File: config.mk
export PLATFORM = sky130hd
export DESIGN_NAME = playseq_top
export DESIGN_NICKNAME = d
export VERILOG_FILES = /design/src/source/playseq_pkg.sv /design/src/source/playseq_ctrl_if.sv /design/src/source/playseq_sequence_store.sv /design/src/source/playseq_timers.sv /design/src/source/playseq_datapath.sv /design/src/source/playseq_control.sv /design/src/source/playseq_top.sv
export SDC_FILE = /design/constraint.sdc
export NUM_CORES = 1
export LEC_CHECK = 0
export ABC_AREA = 0
export BUFFER_PORTS_ARGS = -buffer_cell sky130_fd_sc_hd__clkbuf_2
export CAP_MARGIN = 25
export CORE_MARGIN = 1.5
export CORE_UTILIZATION = 50
export DETAILED_ROUTE_END_ITERATION = 7
export PLACE_DENSITY = 0.74
export RECOVER_POWER = 50
export SLEW_MARGIN = 40
export SYNTH_ARGS = -nofsm -noshare
export SYNTH_HDL_FRONTEND = slang
export SYNTH_HIERARCHICAL = 1
export SYNTH_SLANG_ARGS = --single-unit
File: constraint.sdc
create_clock -name clock -period 3.25 [get_ports clock]
set_input_delay 0.325 -clock clock [delete_from_list [all_inputs] [get_ports clock]]
set_output_delay 0.325 -clock clock [all_outputs]
set_load 0.05 [all_outputs]
File: src/source/playseq_pkg.sv
/*
  Shared types and constant tables for the four-button memory game.
  Holds the three fixed sequences, the start length per level and memory,
  and the tone half-periods. Modules import it inside their bodies.
*/
package playseq_pkg;

    typedef logic [3:0] entry_t;   // one-hot entry or button pattern
    typedef logic [3:0] addr_t;    // position in a sequence, 0 to 15
    typedef logic [4:0] seq_len_t; // sequence length, 1 to 16

    localparam logic [1:0] MEM_CUSTOM = 2'd3; // recordable memory
    localparam seq_len_t   FULL_LEN   = 5'd16;

    // --------------------------------------------------
    // fixed sequences, memories 0 to 2
    // --------------------------------------------------
    localparam entry_t FIXED_SEQ [0:2][0:15] = '{
        '{4'b0001, 4'b0010, 4'b0100, 4'b1000,
          4'b0100, 4'b0010, 4'b0001, 4'b1000,
          4'b0010, 4'b0100, 4'b0001, 4'b1000,
          4'b1000, 4'b0010, 4'b0100, 4'b0001},
        '{4'b0100, 4'b0001, 4'b1000, 4'b0010,
          4'b0010, 4'b1000, 4'b0100, 4'b0001,
          4'b1000, 4'b0001, 4'b0010, 4'b0100,
          4'b0001, 4'b0100, 4'b1000, 4'b0010},
        '{4'b1000, 4'b1000, 4'b0001, 4'b0100,
          4'b0010, 4'b0001, 4'b0001, 4'b1000,
          4'b0100, 4'b0010, 4'b1000, 4'b0100,
          4'b0010, 4'b0010, 4'b0001, 4'b0100}
    };

    // start length, index {row, memory}; levels 2 and 3 share row 2
    localparam seq_len_t START_LEN [0:11] = '{
        5'd5, 5'd9, 5'd8, 5'd5,
        5'd6, 5'd9, 5'd6, 5'd5,
        5'd5, 5'd9, 5'd4, 5'd5
    };

    // tone half-period in clock cycles, by lowest lit led
    localparam logic [3:0] TONE_HALF [0:3] = '{4'd8, 4'd6, 4'd4, 4'd2};

endpackage

File: src/source/playseq_ctrl_if.sv
/*
  Command and status bundle between the game controller and the datapath.
  The controller drives strobes and levels, the datapath answers with
  compare results and timer pulses.
*/
`timescale 1ns/1ps

interface playseq_ctrl_if;

    // controller to datapath
    logic new_game;      // sample settings, load start length
    logic grow;          // length plus one
    logic clear_addr;
    logic step_addr;
    logic show;          // leds from memory during preview
    logic restart_timer;
    logic restart_led;
    logic record_write;
    logic count_win;
    logic count_loss;

    // datapath to controller
    logic press;         // one cycle on a button rising edge
    logic match;
    logic at_last;
    logic at_full;
    logic addr_wrap;
    logic timed_out;
    logic led_tick;

    modport control (
        output new_game, grow, clear_addr, step_addr, show,
        output restart_timer, restart_led, record_write, count_win, count_loss,
        input  press, match, at_last, at_full, addr_wrap, timed_out, led_tick
    );

    modport datapath (
        input  new_game, grow, clear_addr, step_addr, show,
        input  restart_timer, restart_led, record_write, count_win, count_loss,
        output press, match, at_last, at_full, addr_wrap, timed_out, led_tick
    );

endinterface

File: src/source/playseq_sequence_store.sv
/*
  Sequence memories: three fixed tables and one recordable 16-entry RAM.
  All four are read at the same address with one cycle of latency,
  and memory_select picks the output after the read register.
*/
`timescale 1ns/1ps

module playseq_sequence_store (
    input  logic                clock,
    input  logic [1:0]          memory_select,
    input  playseq_pkg::addr_t  address,
    input  logic                write,
    input  playseq_pkg::entry_t write_data,
    output playseq_pkg::entry_t data
);
    import playseq_pkg::*;

    entry_t custom_mem [0:15];
    entry_t fixed_q [0:2];
    entry_t custom_q;

    // --------------------------------------------------
    // registered reads, custom write port
    // --------------------------------------------------
    always_ff @(posedge clock) begin
        for (int m = 0; m < 3; m++) begin
            fixed_q[m] <= FIXED_SEQ[m][address];
        end
        custom_q <= custom_mem[address];
        if (write) begin
            custom_mem[address] <= write_data;
        end
    end

    always_comb begin
        case (memory_select)
            2'd0:    data = fixed_q[0];
            2'd1:    data = fixed_q[1];
            2'd2:    data = fixed_q[2];
            default: data = custom_q; // MEM_CUSTOM
        endcase
    end

endmodule

File: src/source/playseq_timers.sv
/*
  Press timeout and LED pacing counters.
  restart_timer arms a one-shot timeout of 4, 2, 1 or 1/2 units;
  restart_led realigns a free-running tick every LED_TICKS cycles.
*/
`timescale 1ns/1ps

module playseq_timers #(
    parameter int TIMEOUT_UNIT = 5000,
    parameter int LED_TICKS    = 500
) (
    input  logic       clock,
    input  logic       reset,
    input  logic       restart_timer,
    input  logic       restart_led,
    input  logic [1:0] timeout_select,
    input  logic       ignore_timeout,
    output logic       timed_out,
    output logic       led_tick
);

    localparam int TW = $clog2(4 * TIMEOUT_UNIT + 1);
    localparam int LW = $clog2(LED_TICKS + 1);

    logic [TW-1:0] t_count;
    logic [TW-1:0] t_limit;
    logic          t_active;
    logic          t_hit;
    logic [LW-1:0] l_count;

    // --------------------------------------------------
    // press timeout
    // --------------------------------------------------
    always_comb begin
        case (timeout_select)
            2'd0:    t_limit = TW'(4 * TIMEOUT_UNIT);
            2'd1:    t_limit = TW'(2 * TIMEOUT_UNIT);
            2'd2:    t_limit = TW'(TIMEOUT_UNIT);
            default: t_limit = TW'(TIMEOUT_UNIT / 2);
        endcase
    end

    assign t_hit     = t_active && (t_count == t_limit - TW'(1));
    assign timed_out = t_hit && !ignore_timeout;

    always_ff @(posedge clock) begin
        if (reset) begin
            t_count  <= '0;
            t_active <= 1'b0;
        end else if (restart_timer) begin
            t_count  <= '0;
            t_active <= 1'b1;
        end else if (t_active) begin
            t_count <= t_count + TW'(1);
            if (t_hit) t_active <= 1'b0; // one shot per restart
        end
    end

    // led pacing, wraps continuously
    assign led_tick = (l_count == LW'(LED_TICKS - 1));

    always_ff @(posedge clock) begin
        if (reset || restart_led || led_tick) begin
            l_count <= '0;
        end else begin
            l_count <= l_count + LW'(1);
        end
    end

endmodule

File: src/source/playseq_datapath.sv
/*
  Game datapath: address and length counters, button edge capture,
  comparison against the selected memory, LED and tone outputs, and the
  win and loss counters. Driven by the controller through playseq_ctrl_if.
*/
`timescale 1ns/1ps

module playseq_datapath #(
    parameter int TIMEOUT_UNIT = 5000,
    parameter int LED_TICKS    = 500
) (
    input  logic                clock,
    input  logic                reset,
    input  playseq_pkg::entry_t buttons,
    input  logic [1:0]          level,
    input  logic [1:0]          memory_select,
    input  logic [1:0]          timeout_select,
    input  logic                ignore_timeout,
    playseq_ctrl_if.datapath    ctrl,
    output playseq_pkg::entry_t leds,
    output logic                buzzer,
    output logic [3:0]          wins,
    output logic [3:0]          losses
);
    import playseq_pkg::*;

    logic [1:0] mem_q;   // settings held for the game
    logic [1:0] tsel_q;
    addr_t      addr;
    seq_len_t   len;
    logic [1:0] len_row;
    entry_t     btn_sync;
    entry_t     btn_capture;
    logic       any_prev;
    entry_t     mem_data;
    logic [1:0] tone_idx;
    logic [3:0] tone_count;

    // --------------------------------------------------
    // settings, address and length
    // --------------------------------------------------
    assign len_row = (level == 2'd3) ? 2'd2 : level;

    always_ff @(posedge clock) begin
        if (reset) begin
            mem_q  <= '0;
            tsel_q <= '0;
            addr   <= '0;
            len    <= 5'd1;
        end else begin
            if (ctrl.new_game) begin
                mem_q  <= memory_select;
                tsel_q <= timeout_select;
                len    <= START_LEN[{len_row, memory_select}];
            end else if (ctrl.grow) begin
                len <= len + 5'd1;
            end
            if (ctrl.clear_addr) addr <= '0;
            else if (ctrl.step_addr) addr <= addr + 4'd1;
        end
    end

    assign ctrl.at_last   = ({1'b0, addr} == len - 5'd1);
    assign ctrl.at_full   = (len == FULL_LEN);
    assign ctrl.addr_wrap = (addr == 4'd15);

    // button sampling and rising edge of any button
    always_ff @(posedge clock) begin
        if (reset) begin
            btn_sync <= '0;
            any_prev <= 1'b0;
        end else begin
            btn_sync <= buttons;
            any_prev <= |btn_sync;
        end
    end

    always_ff @(posedge clock) begin
        if (ctrl.press) btn_capture <= btn_sync; // pattern of this press
    end

    assign ctrl.press = (|btn_sync) && !any_prev;
    assign ctrl.match = (btn_capture == mem_data);

    playseq_sequence_store i_store (
        .clock         (clock),
        .memory_select (mem_q),
        .address       (addr),
        .write         (ctrl.record_write),
        .write_data    (btn_capture),
        .data          (mem_data)
    );

    playseq_timers #(
        .TIMEOUT_UNIT (TIMEOUT_UNIT),
        .LED_TICKS    (LED_TICKS)
    ) i_timers (
        .clock          (clock),
        .reset          (reset),
        .restart_timer  (ctrl.restart_timer),
        .restart_led    (ctrl.restart_led),
        .timeout_select (tsel_q),
        .ignore_timeout (ignore_timeout),
        .timed_out      (ctrl.timed_out),
        .led_tick       (ctrl.led_tick)
    );

    // --------------------------------------------------
    // leds, tone and score
    // --------------------------------------------------
    assign leds = ctrl.show ? mem_data : buttons;

    // lowest lit led sets the pitch
    assign tone_idx = leds[0] ? 2'd0 : leds[1] ? 2'd1 : leds[2] ? 2'd2 : 2'd3;

    always_ff @(posedge clock) begin
        if (reset || leds == '0) begin
            buzzer     <= 1'b0;
            tone_count <= '0;
        end else if (tone_count >= TONE_HALF[tone_idx] - 4'd1) begin
            buzzer     <= ~buzzer;
            tone_count <= '0;
        end else begin
            tone_count <= tone_count + 4'd1;
        end
    end

    always_ff @(posedge clock) begin
        if (reset) begin
            wins   <= '0;
            losses <= '0;
        end else begin
            if (ctrl.count_win && wins != 4'hf) wins <= wins + 4'd1;       // saturates
            if (ctrl.count_loss && losses != 4'hf) losses <= losses + 4'd1;
        end
    end

endmodule

File: src/source/playseq_control.sv
/*
  Game controller FSM: idle, record, preview, play, won and lost.
  In idle it records presses into the custom memory or starts a game.
  A game previews the sequence, checks the player's presses, and
  grows the sequence until a loss or a full-length win.
*/
`timescale 1ns/1ps

module playseq_control (
    input  logic             clock,
    input  logic             reset,
    input  logic             start,
    input  logic             record,
    input  logic [1:0]       memory_select,
    playseq_ctrl_if.control  ctrl,
    output logic             playing,
    output logic             won,
    output logic             lost
);
    import playseq_pkg::*;

    typedef enum logic [3:0] {
        S_IDLE,
        S_REC,       // waiting for a press to record
        S_REC_WR,
        S_REC_DONE,  // memory full, wait for record release
        S_START,
        S_PV_WAIT,   // one cycle for the memory read
        S_PV_ON,
        S_PV_OFF,
        S_PV_END,    // dark gap after the last entry
        S_PLAY,
        S_CHECK,
        S_WON,
        S_LOST
    } state_t;

    state_t state;
    state_t next_state;

    always_ff @(posedge clock) begin
        if (reset) state <= S_IDLE;
        else       state <= next_state;
    end

    // --------------------------------------------------
    // next state and command strobes
    // --------------------------------------------------
    always_comb begin
        next_state         = state;
        ctrl.new_game      = 1'b0;
        ctrl.grow          = 1'b0;
        ctrl.clear_addr    = 1'b0;
        ctrl.step_addr     = 1'b0;
        ctrl.show          = 1'b0;
        ctrl.restart_timer = 1'b0;
        ctrl.restart_led   = 1'b0;
        ctrl.record_write  = 1'b0;
        ctrl.count_win     = 1'b0;
        ctrl.count_loss    = 1'b0;

        case (state)
            S_IDLE: begin
                if (start) begin
                    next_state = S_START;
                end else if (record && memory_select == MEM_CUSTOM) begin
                    ctrl.clear_addr = 1'b1;
                    next_state      = S_REC;
                end
            end
            S_REC: begin
                if (!record)         next_state = S_IDLE;
                else if (ctrl.press) next_state = S_REC_WR;
            end
            S_REC_WR: begin
                ctrl.record_write = 1'b1; // captured pattern at addr
                if (ctrl.addr_wrap) begin
                    next_state = S_REC_DONE;
                end else begin
                    ctrl.step_addr = 1'b1;
                    next_state     = S_REC;
                end
            end
            S_REC_DONE: begin
                if (!record) next_state = S_IDLE;
            end
            S_START: begin
                ctrl.new_game   = 1'b1;
                ctrl.clear_addr = 1'b1;
                next_state      = S_PV_WAIT;
            end
            S_PV_WAIT: begin
                ctrl.restart_led = 1'b1;
                next_state       = S_PV_ON;
            end
            S_PV_ON: begin
                ctrl.show = 1'b1;
                if (ctrl.led_tick) begin
                    if (ctrl.at_last) begin
                        next_state = S_PV_END;
                    end else begin
                        ctrl.step_addr = 1'b1; // read settles during the gap
                        next_state     = S_PV_OFF;
                    end
                end
            end
            S_PV_OFF: begin
                if (ctrl.led_tick) next_state = S_PV_ON;
            end
            S_PV_END: begin
                if (ctrl.led_tick) begin
                    ctrl.clear_addr    = 1'b1;
                    ctrl.restart_timer = 1'b1;
                    next_state         = S_PLAY;
                end
            end
            S_PLAY: begin
                if (ctrl.timed_out) begin
                    ctrl.count_loss = 1'b1;
                    next_state      = S_LOST;
                end else if (ctrl.press) begin
                    ctrl.restart_timer = 1'b1;
                    next_state         = S_CHECK;
                end
            end
            S_CHECK: begin
                if (!ctrl.match) begin
                    ctrl.count_loss = 1'b1;
                    next_state      = S_LOST;
                end else if (ctrl.at_last && ctrl.at_full) begin
                    ctrl.count_win = 1'b1;
                    next_state     = S_WON;
                end else if (ctrl.at_last) begin
                    ctrl.grow       = 1'b1; // round done, one entry longer
                    ctrl.clear_addr = 1'b1;
                    next_state      = S_PV_WAIT;
                end else begin
                    ctrl.step_addr = 1'b1;
                    next_state     = S_PLAY;
                end
            end
            S_WON, S_LOST: begin
                if (start) next_state = S_START;
            end
            default: next_state = S_IDLE;
        endcase
    end

    assign playing = (state inside {S_START, S_PV_WAIT, S_PV_ON, S_PV_OFF,
                                    S_PV_END, S_PLAY, S_CHECK});
    assign won  = (state == S_WON);
    assign lost = (state == S_LOST);

endmodule

File: src/source/playseq_top.sv
/*
  Top level of the memory game. Plain ports toward the board, with the
  controller and datapath joined by playseq_ctrl_if inside.
  TIMEOUT_UNIT and LED_TICKS set the timer lengths in clock cycles.
*/
`timescale 1ns/1ps

module playseq_top #(
    parameter int TIMEOUT_UNIT = 5000,
    parameter int LED_TICKS    = 500
) (
    input  logic       clock,
    input  logic       reset,
    input  logic       start,
    input  logic       record,
    input  logic [3:0] buttons,
    input  logic [1:0] level,
    input  logic [1:0] memory_select,
    input  logic [1:0] timeout_select,
    input  logic       ignore_timeout,
    output logic [3:0] leds,
    output logic       buzzer,
    output logic       playing,
    output logic       won,
    output logic       lost,
    output logic [3:0] wins,
    output logic [3:0] losses
);

    playseq_ctrl_if ctrl ();

    playseq_control i_control (
        .clock         (clock),
        .reset         (reset),
        .start         (start),
        .record        (record),
        .memory_select (memory_select),
        .ctrl          (ctrl.control),
        .playing       (playing),
        .won           (won),
        .lost          (lost)
    );

    playseq_datapath #(
        .TIMEOUT_UNIT (TIMEOUT_UNIT),
        .LED_TICKS    (LED_TICKS)
    ) i_datapath (
        .clock          (clock),
        .reset          (reset),
        .buttons        (buttons),
        .level          (level),
        .memory_select  (memory_select),
        .timeout_select (timeout_select),
        .ignore_timeout (ignore_timeout),
        .ctrl           (ctrl.datapath),
        .leds           (leds),
        .buzzer         (buzzer),
        .wins           (wins),
        .losses         (losses)
    );

endmodule

== Word-level counts from Yosys, hierarchy flattened ==
Memory sizes are Yosys's and may differ from the RTL's. A register that Yosys moved wholly into a read port is not among the register bits.
Cells that the tools add are included.

* Eq/ne operators: 34
* Mux-type cells: 69
* Magnitude comparators: 4
* Bitwise operators: 4
* $add $sub $neg: 10
* Reduce and logical (&&, ||, !) cells: 24

{| class="wikitable"
|+ Operators with widths
! kind !! number
|-
| two-way mux 4 bit || 24
|-
| one-hot mux 4 bit (12 select lines) || 1
|-
| one-hot mux 15 bit (3 select lines) || 1
|-
| two-way mux 1 bit || 29
|-
| == test 4 bit, second input constant || 6
|-
| two-way mux 5 bit || 4
|-
| adder 4 x 1 -> 4 bit, second input constant || 4
|-
| == test 4 x 3 -> 1 bit, second input constant || 4
|-
| adder 15 x 1 -> 15 bit, second input constant || 1
|-
| == test 15 bit || 1
|-
| subtractor 15 x 1 -> 15 bit, second input constant || 1
|-
| one-hot mux 4 bit (3 select lines) || 1
|-
| greater-or-equal comparator 5 bit, second input constant || 2
|-
| NOT 4 -> 5 bit || 2
|-
| adder 9 x 1 -> 9 bit, second input constant || 1
|-
| == test 9 bit, second input constant || 1
|-
| binary-select mux 4 bit (select 2 bit) || 1
|-
| == test 2 bit, second input constant || 4
|-
| == test 4 x 2 -> 1 bit, second input constant || 2
|-
| logical NOT 4 bit || 2
|-
| two-way mux 2 bit || 4
|-
| != test 4 bit, second input constant || 2
|-
| AND reduction 8 bit || 1
|-
| OR reduction 2 bit || 4
|-
| other kinds (26) || 42
|}

* Register bits after elaboration: 64
* Memory bits (writable): 76
* Memories kept: 6
* Logic and storage cells: 166
* Output and inout bits: 16
* ROM bits: 272

{| class="wikitable"
|+ Memories
! name !! words !! width !! rd ports !! clocked after memory_dff !! wr ports !! line !! RTL
|-
| (name not given) || 16 || 5 || 1 || 0 || 0 || playseq_datapath.sv:54 || <nowiki>len <= START_LEN[{len_row, memory_select}];</nowiki>
|-
| (name not given) || 16 || 4 || 1 || 0 || 0 || playseq_sequence_store.sv:27 || <nowiki>fixed_q[m] <= FIXED_SEQ[m][address];</nowiki>
|-
| (name not given) || 16 || 4 || 1 || 0 || 0 || playseq_sequence_store.sv:27 ||
|-
| (name not given) || 16 || 4 || 1 || 0 || 0 || playseq_sequence_store.sv:27 ||
|-
| i_datapath.i_store.custom_mem || 16 || 4 || 1 || 1 || 1 || playseq_sequence_store.sv:18 || <nowiki>entry_t custom_mem [0:15];</nowiki>
|-
| i_datapath.i_store.fixed_q || 3 || 4 || 3 || 0 || 3 || playseq_sequence_store.sv:19 || <nowiki>entry_t fixed_q [0:2];</nowiki>
|}

== Longest topological paths before layout ==
Gate-level depths: netlist of run 1.

* Depth after elaboration: 13
* Gate-level depth with buffers: 15

== Hierarchy ==
The synthesis of run 1 kept the hierarchy.

{| class="wikitable"
|+ Modules (own cells, without submodules)
! module !! seq. area each (µm²) !! area each (µm²) !! cells each !! instances
|-
| playseq_sequence_store || 2242.2 || 3295.7 || 196 || 1
|-
| playseq_datapath || 740.7 || 1789.2 || 178 || 1
|-
| playseq_timers || 500.5 || 1400.1 || 159 || 1
|-
| playseq_control || 80.1 || 610.6 || 92 || 1
|}

== Least setup slack after synthesis of run 1 ==
Ideal clock, no wire load.

* Path kind: register to register
* Start: reg i_datapath.mem_q[0]
* End: reg i_datapath.wins[3]
* Slack: 0.407 ns
* Setup time: 0.121 ns
* Stages on the path, launching flop included: 9
* Data arrival time: 2.722 ns
* Cell sequence: dfxtp_1 > mux4_2 > xor2_1 > nor4_1 > nand4_1 > nor2_1 > inv_2 > nor3_1 > mux2_2

* Cells in the longest elaborated chain, start to end: 6

{| class="wikitable"
|+ RTL lines
! element !! line !! RTL
|-
| start, declared || playseq_datapath.sv:27 || <nowiki>logic [1:0] mem_q;</nowiki>
|-
| start signal, assigned || playseq_datapath.sv:52 || <nowiki>mem_q <= memory_select;</nowiki>
|-
| == test 2 bit, or another cell as far along || playseq_sequence_store.sv:36 || <nowiki>case (memory_select)</nowiki>
|-
| one-hot mux 4 bit (3 select lines) * || playseq_sequence_store.sv:36 ||
|-
| via i_datapath.mem_data[1] || playseq_datapath.sv:35 || <nowiki>entry_t mem_data;</nowiki>
|-
| == test 4 bit * || playseq_datapath.sv:83 || <nowiki>assign ctrl.match = (btn_capture == mem_data);</nowiki>
|-
| via ctrl.match || playseq_ctrl_if.sv:24 || <nowiki>logic match;</nowiki>
|-
| two-way mux 1 bit * || playseq_control.sv:127 || <nowiki>if (!ctrl.match) begin</nowiki>
|-
| two-way mux 1 bit * || playseq_control.sv:62 || <nowiki>case (state)</nowiki>
|-
| via ctrl.count_win || playseq_ctrl_if.sv:19 || <nowiki>logic count_win;</nowiki>
|-
| logical AND 1 bit * || playseq_datapath.sv:133 || <nowiki>if (ctrl.count_win && wins != 4'hf) wins <= wins + 4'd1;</nowiki>
|-
| end signal, assigned || playseq_datapath.sv:133 ||
|-
| end, declared || playseq_datapath.sv:22 || <nowiki>output logic [3:0] wins,</nowiki>
|}

The timed path passes the listed nets; every way through them passes the cells marked *.
A chain may end at the register's enable or synchronous reset.

== Worst setup path after layout of run 1 ==
* Start: reg i_datapath.tsel_q[0]
* End: reg i_datapath.losses[3]

* Cells in the longest elaborated chain, start to end: 9

{| class="wikitable"
|+ RTL lines
! element !! line !! RTL
|-
| start, declared || playseq_datapath.sv:28 || <nowiki>logic [1:0] tsel_q;</nowiki>
|-
| start signal, assigned || playseq_datapath.sv:53 || <nowiki>tsel_q <= timeout_select;</nowiki>
|-
| == test 2 bit, or another cell as far along || playseq_timers.sv:35 || <nowiki>case (timeout_select)</nowiki>
|-
| one-hot mux 15 bit (3 select lines) * || playseq_timers.sv:35 ||
|-
| subtractor 15 x 1 -> 15 bit * || playseq_timers.sv:43 || <nowiki>assign t_hit = t_active && (t_count == t_limit - TW'(1));</nowiki>
|-
| == test 15 bit * || playseq_timers.sv:43 ||
|-
| logical AND 1 bit * || playseq_timers.sv:43 ||
|-
| logical AND 1 bit * || playseq_timers.sv:44 || <nowiki>assign timed_out = t_hit && !ignore_timeout;</nowiki>
|-
| via ctrl.timed_out || playseq_ctrl_if.sv:28 || <nowiki>logic timed_out;</nowiki>
|-
| two-way mux 1 bit * || playseq_control.sv:118 || <nowiki>if (ctrl.timed_out) begin</nowiki>
|-
| one-hot mux 1 bit (2 select lines) * || playseq_control.sv:62 ||
|-
| via ctrl.count_loss || playseq_ctrl_if.sv:20 || <nowiki>logic count_loss;</nowiki>
|-
| logical AND 1 bit * || playseq_datapath.sv:134 || <nowiki>if (ctrl.count_loss && losses != 4'hf) losses <= losses + 4'd1;</nowiki>
|-
| end signal, assigned || playseq_datapath.sv:134 ||
|-
| end, declared || playseq_datapath.sv:23 || <nowiki>output logic [3:0] losses</nowiki>
|}

Marks and branches as above.

==> metrics.txt, run 1 <==
Synth area leaders=edfxtp_1, dfxtp_1, mux4_1; antenna viol nets, final=0; Initial Utilization=51.12%; clock skew=7.537 ps; Main synth FF type=dfxtp_1; CP max FO=6; final worst path period need=3095 ps; Final HPWL DP=10.18 mm; hold path cells=3; FILL cells=1,128; Max IR drop VDD=0.3853 mV; global route total overflow=0; core area=13,880 sq um; Initial DRC Count=364; Critical Path RT=3560 ps; status=completed; leading area contributor after synthesis=edfxtp_1; fmax=323.1 MHz; gpl congestion=0.8923; Total Routing Usage GR=20.78%; max_cap viols=0; via count=5,031; CTS Buf Count=17; fin area=7980 sq um; Post-Syn Area=7096 sq um; RSZ-0062 raised after global routing=no; area grow syn2layout=12.47%; syn_nets=665; worst reg-to-reg setup slack=160 ps; Worst-Margin Slew=1228 ps; count leader, synth=dfxtp_1; Pleak=2.885 nW; Final period util=95.22%; vias in the first global route=4,711; Worst Setup End Kind=register; Post-synth EDFFs=68; IO Count=31; Inserted Diodes=0; worst endpoint data arrival time=3400 ps; Setup crit start kind=register; Worst-Skew Late Latency=420 ps; CP Class=register to register; final hold vios=0; Synth Area per Inst=11.35 sq um; drt via density=5.877; CTS sink count=144; IO Port Bufs=30; Root Buffer=clkbuf_16; largest net degree at the start of global routing=30; H-tree levels=4; first-pass GRT wire length=23.56 mm; initial antenna violation count=0; CTS max path bufs=2; worst r2r path cells=13; Yosys cell types=76; Seq cells post-synth=144; Hold Buf Count CTS=0; CTS tree=built; Final setup violation count=0; final setup TNS=0 ps; die height=122.1 microns; Yosys warnings=6; worst hold path class=input port to register; async set-reset flop share out of synthesis=0%; Row Count=43; slew margin rel.=18.16%; placed cells=825; Seq/Total Area, Yosys=50.22%; Power Dens Cells=634.6 nW/um^2; Slew Viols, Final=0; Yosys top cell area share=28.78%; Placed Area=7415 sq um; post-route DRC violation count=0; Die W=122.1 microns; TritonRoute pass-1 iters=5; routed wire length=14.54 mm; die area=14,910 sq um; routed len/inst=16.99 microns; layout cell share with drive strength beyond 1=14.05%; Final nets=704; Final Instance Count excl. Fillers=856; clock-pin slew of the registers on the worst-case setup and hold paths=50 ps; most common library cells after synthesis=dfxtp_1, edfxtp_1, nor2_1; Post-Syn Instances=625
==> power breakdown <==
group | switching [mW] | internal (mW)
clock | 0.671 | 1.19
sequential | 0.108 | 2.00
combinational | 0.649 | 0.446
total | 1.43 | 3.64
==> logic make-up after synthesis <==
logic type               synth area share (%)
XOR/XNOR                                5.749
multiplexers                            9.787
AND/OR/NAND/NOR                         18.20
adder cells (fa/ha/maj)                 4.408
buffers and inverters                   3.915
flip-flops                              50.22
AO/OA/AOI/OAI                           7.724
==> flip-flops by register name, indices dropped and copies added, names as in the netlist <==
name,flops
i_datapath/i_timers/l_count,9
i_datapath/any_prev,1
i_datapath/tone_count,4
i_datapath/wins,4
i_datapath/i_store/custom_q,4
i_datapath/len,5
i_datapath/mem_q,2
i_datapath/tsel_q,2
i_datapath/losses,4
i_datapath/buzzer,1
i_datapath/btn_sync,4
i_control/state,4
i_datapath/btn_capture,4
i_datapath/i_store/fixed_q,12
i_datapath/addr,4
i_datapath/i_timers/t_active,1
i_datapath/i_timers/t_count,15
i_datapath/i_store/custom_mem,64
==> worst max-delay path: stages (launching register included) <==
cell	delay (ps)
dfxtp_1	430
inv_1	120
ha_1	240
inv_1	60
ha_1	230
xnor2_1	150
nor4_1	290
nand3_1	100
and4bb_1	410
a31oi_1	130
nor2_2	180
inv_1	100
nor3_1	210
mux2_1	330
==> per-layer routing <==
metal	GRT usage (%)	vias to the layer above	wire, microns
li1	-	2387	-
met1	26.50	2480	6473
met2	33.92	143	7153
met3	5.524	21	698
met4	7.994	0	218
met5	0	-	0
==> path summary, 6_finish.rpt <==
check | start | end
min reg2reg | i_datapath/i_timers/l_count[0]$_SDFF_PP0_ | i_datapath/i_timers/l_count[0]$_SDFF_PP0_
max reg2reg | i_datapath/tsel_q[0]$_SDFFE_PP0P_ | i_datapath/losses[3]$_SDFFE_PP0P_
min | timeout_select[1] | i_datapath/tsel_q[1]$_SDFFE_PP0P_
max | i_datapath/tsel_q[0]$_SDFFE_PP0P_ | i_datapath/losses[3]$_SDFFE_PP0P_
==> timing repair <==
action / 4_1_cts / 5_1_grt
buffers inserted: 0 / 0
endpoints found under the setup margin: 0 / 2
gates resized for setup: 0 / 2
==> area by class of cell <==
| type | instances | area (sq um) | area share (%) |
|---|---|---|---|
| clock buffer | 29 | 575.6 | 7.212 |
| clock inverter | 2 | 11.26 | 0.1411 |
| inverter | 27 | 101.3 | 1.270 |
| multi-input combinational | 428 | 3259 | 40.84 |
| sequential | 144 | 3563 | 44.65 |
| tap | 180 | 225.2 | 2.822 |
| timing repair buffer | 46 | 244.0 | 3.057 |
==> stage by stage <==
stage	hold WS (ps)	worst slack, ps	total power, mW	utilization [%]
after floorplan	391.2	407.4	2.966	-
after global placement	425.6	263.2	3.200	53.42
after detailed placement	422.6	132.1	3.217	53.42
after CTS	138.4	106.4	5.086	57.64
after global routing	160.2	10.96	5.284	57.49
final	154.7	155.4	5.064	57.49
==> placed cells by master, fill, tap and decap left out, types with 4 or more instances in the layout <==
master / synthesis / final
dfxtp_1: 76 / 76
edfxtp_1: 68 / 68
nor2_1: 61 / 59
nand2_1: 38 / 38
xor2_1: 28 / 28
nand3_1: 25 / 25
ha_1: 25 / 25
inv_1: 23 / 23
nor3_1: 22 / 22
o21ai_0: 22 / 22
clkbuf_2: 0 / 21
clkbuf_16: 0 / 20
a21oi_1: 19 / 19
clkbuf_1: 5 / 16
xnor2_1: 16 / 16
mux4_1: 15 / 15
nand4_1: 13 / 13
nor2b_1: 12 / 12
buf_4: 1 / 12
mux2i_1: 12 / 12
nand2b_1: 10 / 10
or3_1: 10 / 10
and3_1: 9 / 9
nor4_1: 7 / 7
a31oi_1: 6 / 6
mux4_2: 5 / 5
inv_2: 4 / 4
mux2_2: 4 / 4
nor4_2: 4 / 4
nand3b_1: 4 / 4
a22oi_1: 4 / 4
Note: power is estimated with default switching activity, not from simulation.
==> inputs of run 2 (changes only) <==
--- a/config.mk
+++ b/config.mk
@@ -9,9 +9,10 @@
 export BUFFER_PORTS_ARGS = -buffer_cell sky130_fd_sc_hd__clkbuf_2
 export CAP_MARGIN = 25
 export CORE_MARGIN = 1.5
-export CORE_UTILIZATION = 50
+export CORE_UTILIZATION = 64
+export CTS_BUF_LIST = sky130_fd_sc_hd__clkbuf_4 sky130_fd_sc_hd__clkbuf_8
 export DETAILED_ROUTE_END_ITERATION = 7
-export PLACE_DENSITY = 0.74
+export PLACE_DENSITY = 0.89
 export RECOVER_POWER = 50
 export SLEW_MARGIN = 40
 export SYNTH_ARGS = -nofsm -noshare
==> run 2 against run 1 <==
Effect of this change:
- sequential share of layout area rose by 1.4 points
- flip-flop and latch count unchanged
- die area is 21% lower
- clock power fell by 27%
- highest routed layer unchanged
- first-iteration DRC count rose by 10%
- critical path depth decreased by 4
- utilization is 14 points higher
- power fell by 9.8%
- hold slack worse by 13 ps
- final area decreased by 2.9%
- critical path type unchanged
- register-to-register slack better by 70 ps
==> metrics.txt, run 2 (synthesis results as in run 1) <==
status=completed; area grow syn2layout=9.205%; Reg with most FFs=i_datapath/i_store/custom_mem; die height=108.3 microns (-11%); antenna viol nets, final=0 (unchanged); H-tree levels=4 (unchanged); final hold vios=0 (unchanged); largest net degree at the start of global routing=30 (unchanged); layout cell share with drive strength beyond 1=15.19% (+1.1 points); via count=5,157 (+2.5%); clock-pin slew of the registers on the worst-case setup and hold paths=90 ps (+40 ps); final setup TNS=0 ps (unchanged); final worst path period need=3024 ps (-70.55 ps); Final period util=93.05% (-2.2 points); global route total overflow=0 (unchanged); TritonRoute pass-1 iters=6 (+1); Inserted Diodes=0 (unchanged); Pleak=2.799 nW (-3.0%); Worst-Skew Late Latency=450 ps (+30 ps); first-pass GRT wire length=24.34 mm (+3.3%); Setup crit start kind=register; Row Count=38 (-12%); max_cap viols=0 (unchanged); Max IR drop VDD=0.3916 mV (+1.6%); clock skew=8.301 ps (+0.7638 ps); die area=11,730 sq um (-21%); setup slack at placement=108.3 ps (-23.84 ps); CP Class=register to register; crit path max-delay cell type=mux4_2; CTS tree=built; Placed Area=7372 sq um (-0.57%); vias in the first global route=5,079 (+7.8%); drt via density=6.304 (+7.3%); CP Buf/Inv Count=1 (-2); CTS sink count=144 (unchanged); routed len/inst=18.55 microns (+9.2%); core area=10,840 sq um (-22%); critical-path cell list=mux4_2 > xor2_1 > nor4_1 > nand4_1 > a21boi_0 > o22ai_1 > buf_4 > mux2i_1 > nor3_1; CP max FO=5 (-1); post-route DRC violation count=0 (unchanged); Top Registers=i_datapath/i_store/custom_mem x64, i_datapath/i_timers/t_count x15, i_datapath/i_store/fixed_q x12; Critical Path RT=3530 ps (-30 ps); Final HPWL DP=10.42 mm (+2.4%); Die W=108.3 microns (-11%); fin area=7749 sq um (-2.9%); delay-heaviest family, CP=multiplexers; slew margin rel.=22.63% (+4.5 points); FILL cells=711 (-37%); Slew Viols, Final=0 (unchanged); IO Count=31 (unchanged); gpl congestion=0.9550 (+7.0%); CTS Buf Count=17 (unchanged); Max stage delay on crit path=600 ps (+170 ps); max reg flops=64 (unchanged); Final nets=705 (+0.14%); worst endpoint data arrival time=3310 ps (-90 ps); Total Routing Usage GR=27.35% (+6.6 points); Final setup violation count=0 (unchanged); Initial Utilization=65.45% (+14 points); commonest non-fill, non-tap cell in the layout=dfxtp_1; Worst-Margin Slew=1160 ps (-67.04 ps); fmax=330.7 MHz (+2.3%); IO Port Bufs=30 (unchanged); Power Dens Cells=589.3 nW/um^2 (-7.1%); Setup WS post-layout=226.0 ps (+70.55 ps); Initial DRC Count=401 (+10%); Hold Worst Slack=141.4 ps (-13.30 ps); fin util=71.48% (+14 points); routed wire length=15.17 mm (+4.3%); CTS max path bufs=2 (unchanged); Root Buffer=clkbuf_8; RSZ-0062 raised after global routing=no; Worst Setup End Kind=register; worst hold path class=input port to register; commonest cells after routing, fill and taps aside=dfxtp_1, edfxtp_1, nor2_1; initial antenna violation count=0 (unchanged)
## run 2: cell types whose count changed in the layout (fill, tap and decap cells not counted), moves of 4 or more
cell / before / now
clkbuf_16: 20 / 0
clkbuf_8: 3 / 17
clkinv_4: 0 / 7
inv_6: 0 / 5
clkbuf_1: 16 / 12
## run 2: per-stage QoR
stage	cells	total power, mW
6_report	818	4.566
2_1_floorplan	625	2.966
4_1_cts	818	4.567
5_1_grt	818	4.795
3_5_place_dp	786	3.216
3_3_place_gp	786	3.176
## run 2: what timing repair did
item,in CTS,in global routing
hold buffers,0,0
resized for setup,0,4
endpoints found under the setup margin,0,18
hold endpoints to repair,0,0
setup buffers,0,0
## run 2: path summary, 6_finish.rpt
check,from,end,slack (ps),cells past startpoint
min,buttons[0],i_datapath/btn_sync[0]$_SDFF_PP0_,140,2
max reg2reg,i_datapath/mem_q[0]$_SDFFE_PP0P_,i_datapath/addr[1]$_SDFFE_PP0P_,230,9
max,i_datapath/mem_q[0]$_SDFFE_PP0P_,i_datapath/addr[1]$_SDFFE_PP0P_,230,9
min reg2reg,i_datapath/i_timers/l_count[0]$_SDFF_PP0_,i_datapath/i_timers/l_count[0]$_SDFF_PP0_,440,1
## run 2: final cells by class
| type | instances | area [sq um] | share of cell area, % |
|---|---|---|---|
| clock buffer | 17 | 234.0 | 3.020 |
| sequential | 144 | 3565 | 46.00 |
| tap | 140 | 175.2 | 2.261 |
| timing repair buffer | 47 | 257.7 | 3.326 |
| multi-input combinational | 428 | 3263 | 42.11 |
| inverter | 27 | 101.3 | 1.308 |
| clock inverter | 15 | 152.6 | 1.970 |
## run 2: metal layers
metal  routed length (microns)  vias up  part of all wire [%]  global-route usage [%]
met2                      7333      243                    48                   45.21
met4                       512        0                   3.4                   12.22
li1                          -     2375                     -                       -
met5                         0        -                     0                       0
met3                      1048       53                   6.9                   7.655
met1                      6280     2486                    41                   33.53
## run 2: power by group
part / switching [mW] / total (mW) / internal [mW]
Clock: 0.733 / 1.36 / 0.629
Combinational: 0.650 / 1.10 / 0.454
Sequential: 0.109 / 2.10 / 1.99
Total: 1.49 / 4.57 / 3.07
==> inputs of run 3 (changes only) <==
--- a/config.mk
+++ b/config.mk
@@ -12,6 +12,7 @@
 export CORE_UTILIZATION = 64
 export CTS_BUF_LIST = sky130_fd_sc_hd__clkbuf_4 sky130_fd_sc_hd__clkbuf_8
 export DETAILED_ROUTE_END_ITERATION = 7
+export HOLD_SLACK_MARGIN = 0.15
 export PLACE_DENSITY = 0.89
 export RECOVER_POWER = 50
 export SLEW_MARGIN = 40
==> run 3 against run 2 <==
Effect of this change:
- sequential power barely moved
- via count down 0.29%
- critical path depth grew 3
- global-route usage grew 0.17 points
- first-iteration DRC count is 1.7% higher
- hold slack improved by 30 ps
- critical path type unchanged
- largest cell class unchanged
==> metrics.txt, run 3 (synthesis results as in run 1) <==
final setup TNS=0 ps (unchanged); CP max FO=5 (unchanged); IO Port Bufs=30 (unchanged); Power Dens Cells=586.8 nW/um^2 (-0.42%); Final Instance Count excl. Fillers=823 (+0.61%); register area=3565 sq um (unchanged); Row Count=38 (unchanged); routed len/inst=18.47 microns (-0.44%); vias in the first global route=5,092 (+0.26%); Inserted Diodes=0 (unchanged); core area=10,840 sq um (unchanged); largest net degree at the start of global routing=30 (unchanged); total power draw=4.576 mW (+0.22%); P_int=3.079 mW (+0.14%); CTS Buf Count=17 (unchanged); clock skew=12.19 ps (+3.887 ps); area grow syn2layout=9.910%; HP Start=timeout_select[0]; clock-pin slew of the registers on the worst-case setup and hold paths=80 ps (about the same); Reg2Reg Launch Point=i_datapath/tsel_q[1]$_SDFFE_PP0P_; fmax=330.8 MHz (about the same); gpl congestion=0.9550 (unchanged); Die W=108.3 microns (unchanged); crit path max-delay cell type=dfxtp_1; Initial Utilization=65.45% (unchanged); Max stage delay on crit path=400 ps (-200 ps); CP Class=register to register; FILL cells=704 (-0.98%); TritonRoute pass-1 iters=5 (-1); CP Launch Point=i_datapath/tsel_q[1]$_SDFFE_PP0P_; Clock Power Share=29.8% (about the same); Root Buffer=clkbuf_8; routed wire length=15.20 mm (+0.16%); Total Routing Usage GR=27.52% (+0.17 points); Worst-Margin Slew=1152 ps (-8.345 ps); Reg with most FFs=i_datapath/i_store/custom_mem; status=completed; RSZ-0062 raised after global routing=no; Top Registers=i_datapath/i_store/custom_mem x64, i_datapath/i_timers/t_count x15, i_datapath/i_store/fixed_q x12; Setup crit start kind=register; CTS sink count=144 (unchanged); via count=5,142 (-0.29%); die height=108.3 microns (unchanged); Combinational Power Share=24.3% (about the same); Final HPWL DP=10.42 mm (unchanged); Switching Share=32.73% (+0.055 points); layout cell share with drive strength beyond 1=15.08% (-0.11 points); final hold vios=0 (unchanged); fin util=71.94% (+0.46 points); initial antenna violation count=0 (unchanged); setup slack at placement=108.3 ps (unchanged); NetSw=1.498 mW (+0.39%); Pleak=2.820 nW (+0.75%); Critical Path RT=3580 ps (+50 ps); Final period util=93.01% (about the same); Max IR drop VDD=0.3975 mV (+1.5%); global route total overflow=0 (unchanged); Setup WS post-layout=227.2 ps (+1.198 ps); max reg flops=64 (unchanged); Initial DRC Count=408 (+1.7%); worst endpoint data arrival time=3350 ps (+40 ps); Final nets=710 (+0.71%); Worst path most repeated cell=ha_1; CTS max path bufs=2 (unchanged); critical-path cell list=ha_1 > inv_1 > ha_1 > xnor2_1 > nor4_2 > nand3_1 > and4bb_2 > nor2b_1 > o2111ai_1 > o31a_1 > nand3_2 > mux2_1; IO Count=31 (unchanged); sequential power share=45.9% (about the same); footprint of the multi-input gates=3263 sq um (unchanged); antenna viol nets, final=0 (unchanged); drt via density=6.248 (-0.90%); first-pass GRT wire length=24.47 mm (+0.54%); Final setup violation count=0 (unchanged); CTS tree=built; max_cap viols=0 (unchanged); commonest cells after routing, fill and taps aside=dfxtp_1, edfxtp_1, nor2_1; Setup Buffers After CTS=0 (unchanged); Worst-Skew Late Latency=450 ps (about the same); slew margin rel.=23.19% (+0.56 points); commonest non-fill, non-tap cell in the layout=dfxtp_1; die area=11,730 sq um (unchanged); post-route DRC violation count=0 (unchanged); H-tree levels=4 (unchanged); Slew Viols, Final=0 (unchanged); worst hold path class=input port to register; placed cells=786 (unchanged); final worst path period need=3023 ps (-1.198 ps); Worst Setup End Kind=register
-- run 3: power groups by stage --
stage	Combinational, mW	Sequential, mW	Clock [mW]
6_report	1.11	2.10	1.36
5_1_grt	1.22	2.11	1.47
4_1_cts	1.09	2.10	1.38
3_5_place_dp	1.08	2.14	0
3_3_place_gp	1.04	2.13	0
2_1_floorplan	0.854	2.11	0
-- run 3: worst paths after layout --
kind | to | slack [ps] | cells after the start
worst max-delay path | i_control/state[2]$_SDFFE_PP0P_ | 230 | 12
worst min-delay path | i_datapath/tsel_q[0]$_SDFFE_PP0P_ | 170 | 3
worst min register to register | i_datapath/i_timers/l_count[0]$_SDFF_PP0_ | 440 | 1
worst max register to register | i_control/state[2]$_SDFFE_PP0P_ | 230 | 12
-- run 3: cell type report --
cell class	count	area share, %
Sequential cell	144	45.71
Multi-Input combinational cell	428	41.84
Timing Repair Buffer	52	3.947
Clock buffer	17	3.000
Tap cell	140	2.246
Clock inverter	15	1.957
Inverter	27	1.300
-- run 3: per-layer routing --
metal	vias to the layer above	track usage, %	share of wire (%)	wire [microns]
li1	2393	-	-	-
met1	2466	33.77	41	6258
met2	236	45.52	48	7366
met3	47	7.655	7.1	1078
met4	0	12.22	3.3	495
met5	-	0	0	0
-- run 3: metrics by stage --
| stage | area (sq um) | hold WS, ps |
|---|---|---|
| floorplan | 7096 | 391.2 |
| global placement | 7372 | 419.0 |
| detailed placement | 7372 | 417.3 |
| CTS | 7809 | 151.4 |
| global route | 7799 | 173.1 |
| finish | 7799 | 171.2 |
-- run 3: critical path, delay by kind of cell (launching register included) --
| kind | cells | cell delay, ps |
|---|---|---|
| AND/OR/NAND/NOR | 5 | 990 |
| adder cells (fa/ha/maj) | 2 | 560 |
| AO/OA/AOI/OAI | 2 | 410 |
| flip-flops | 1 | 400 |
| multiplexers | 1 | 340 |
| XOR/XNOR | 1 | 150 |
| buffers and inverters | 1 | 70 |
-- run 3: what timing repair did --
action,in CTS,in global routing
endpoints found under the setup margin,0,18
hold buffers,5,0
gates resized for setup,0,4
hold endpoints to repair,5,0
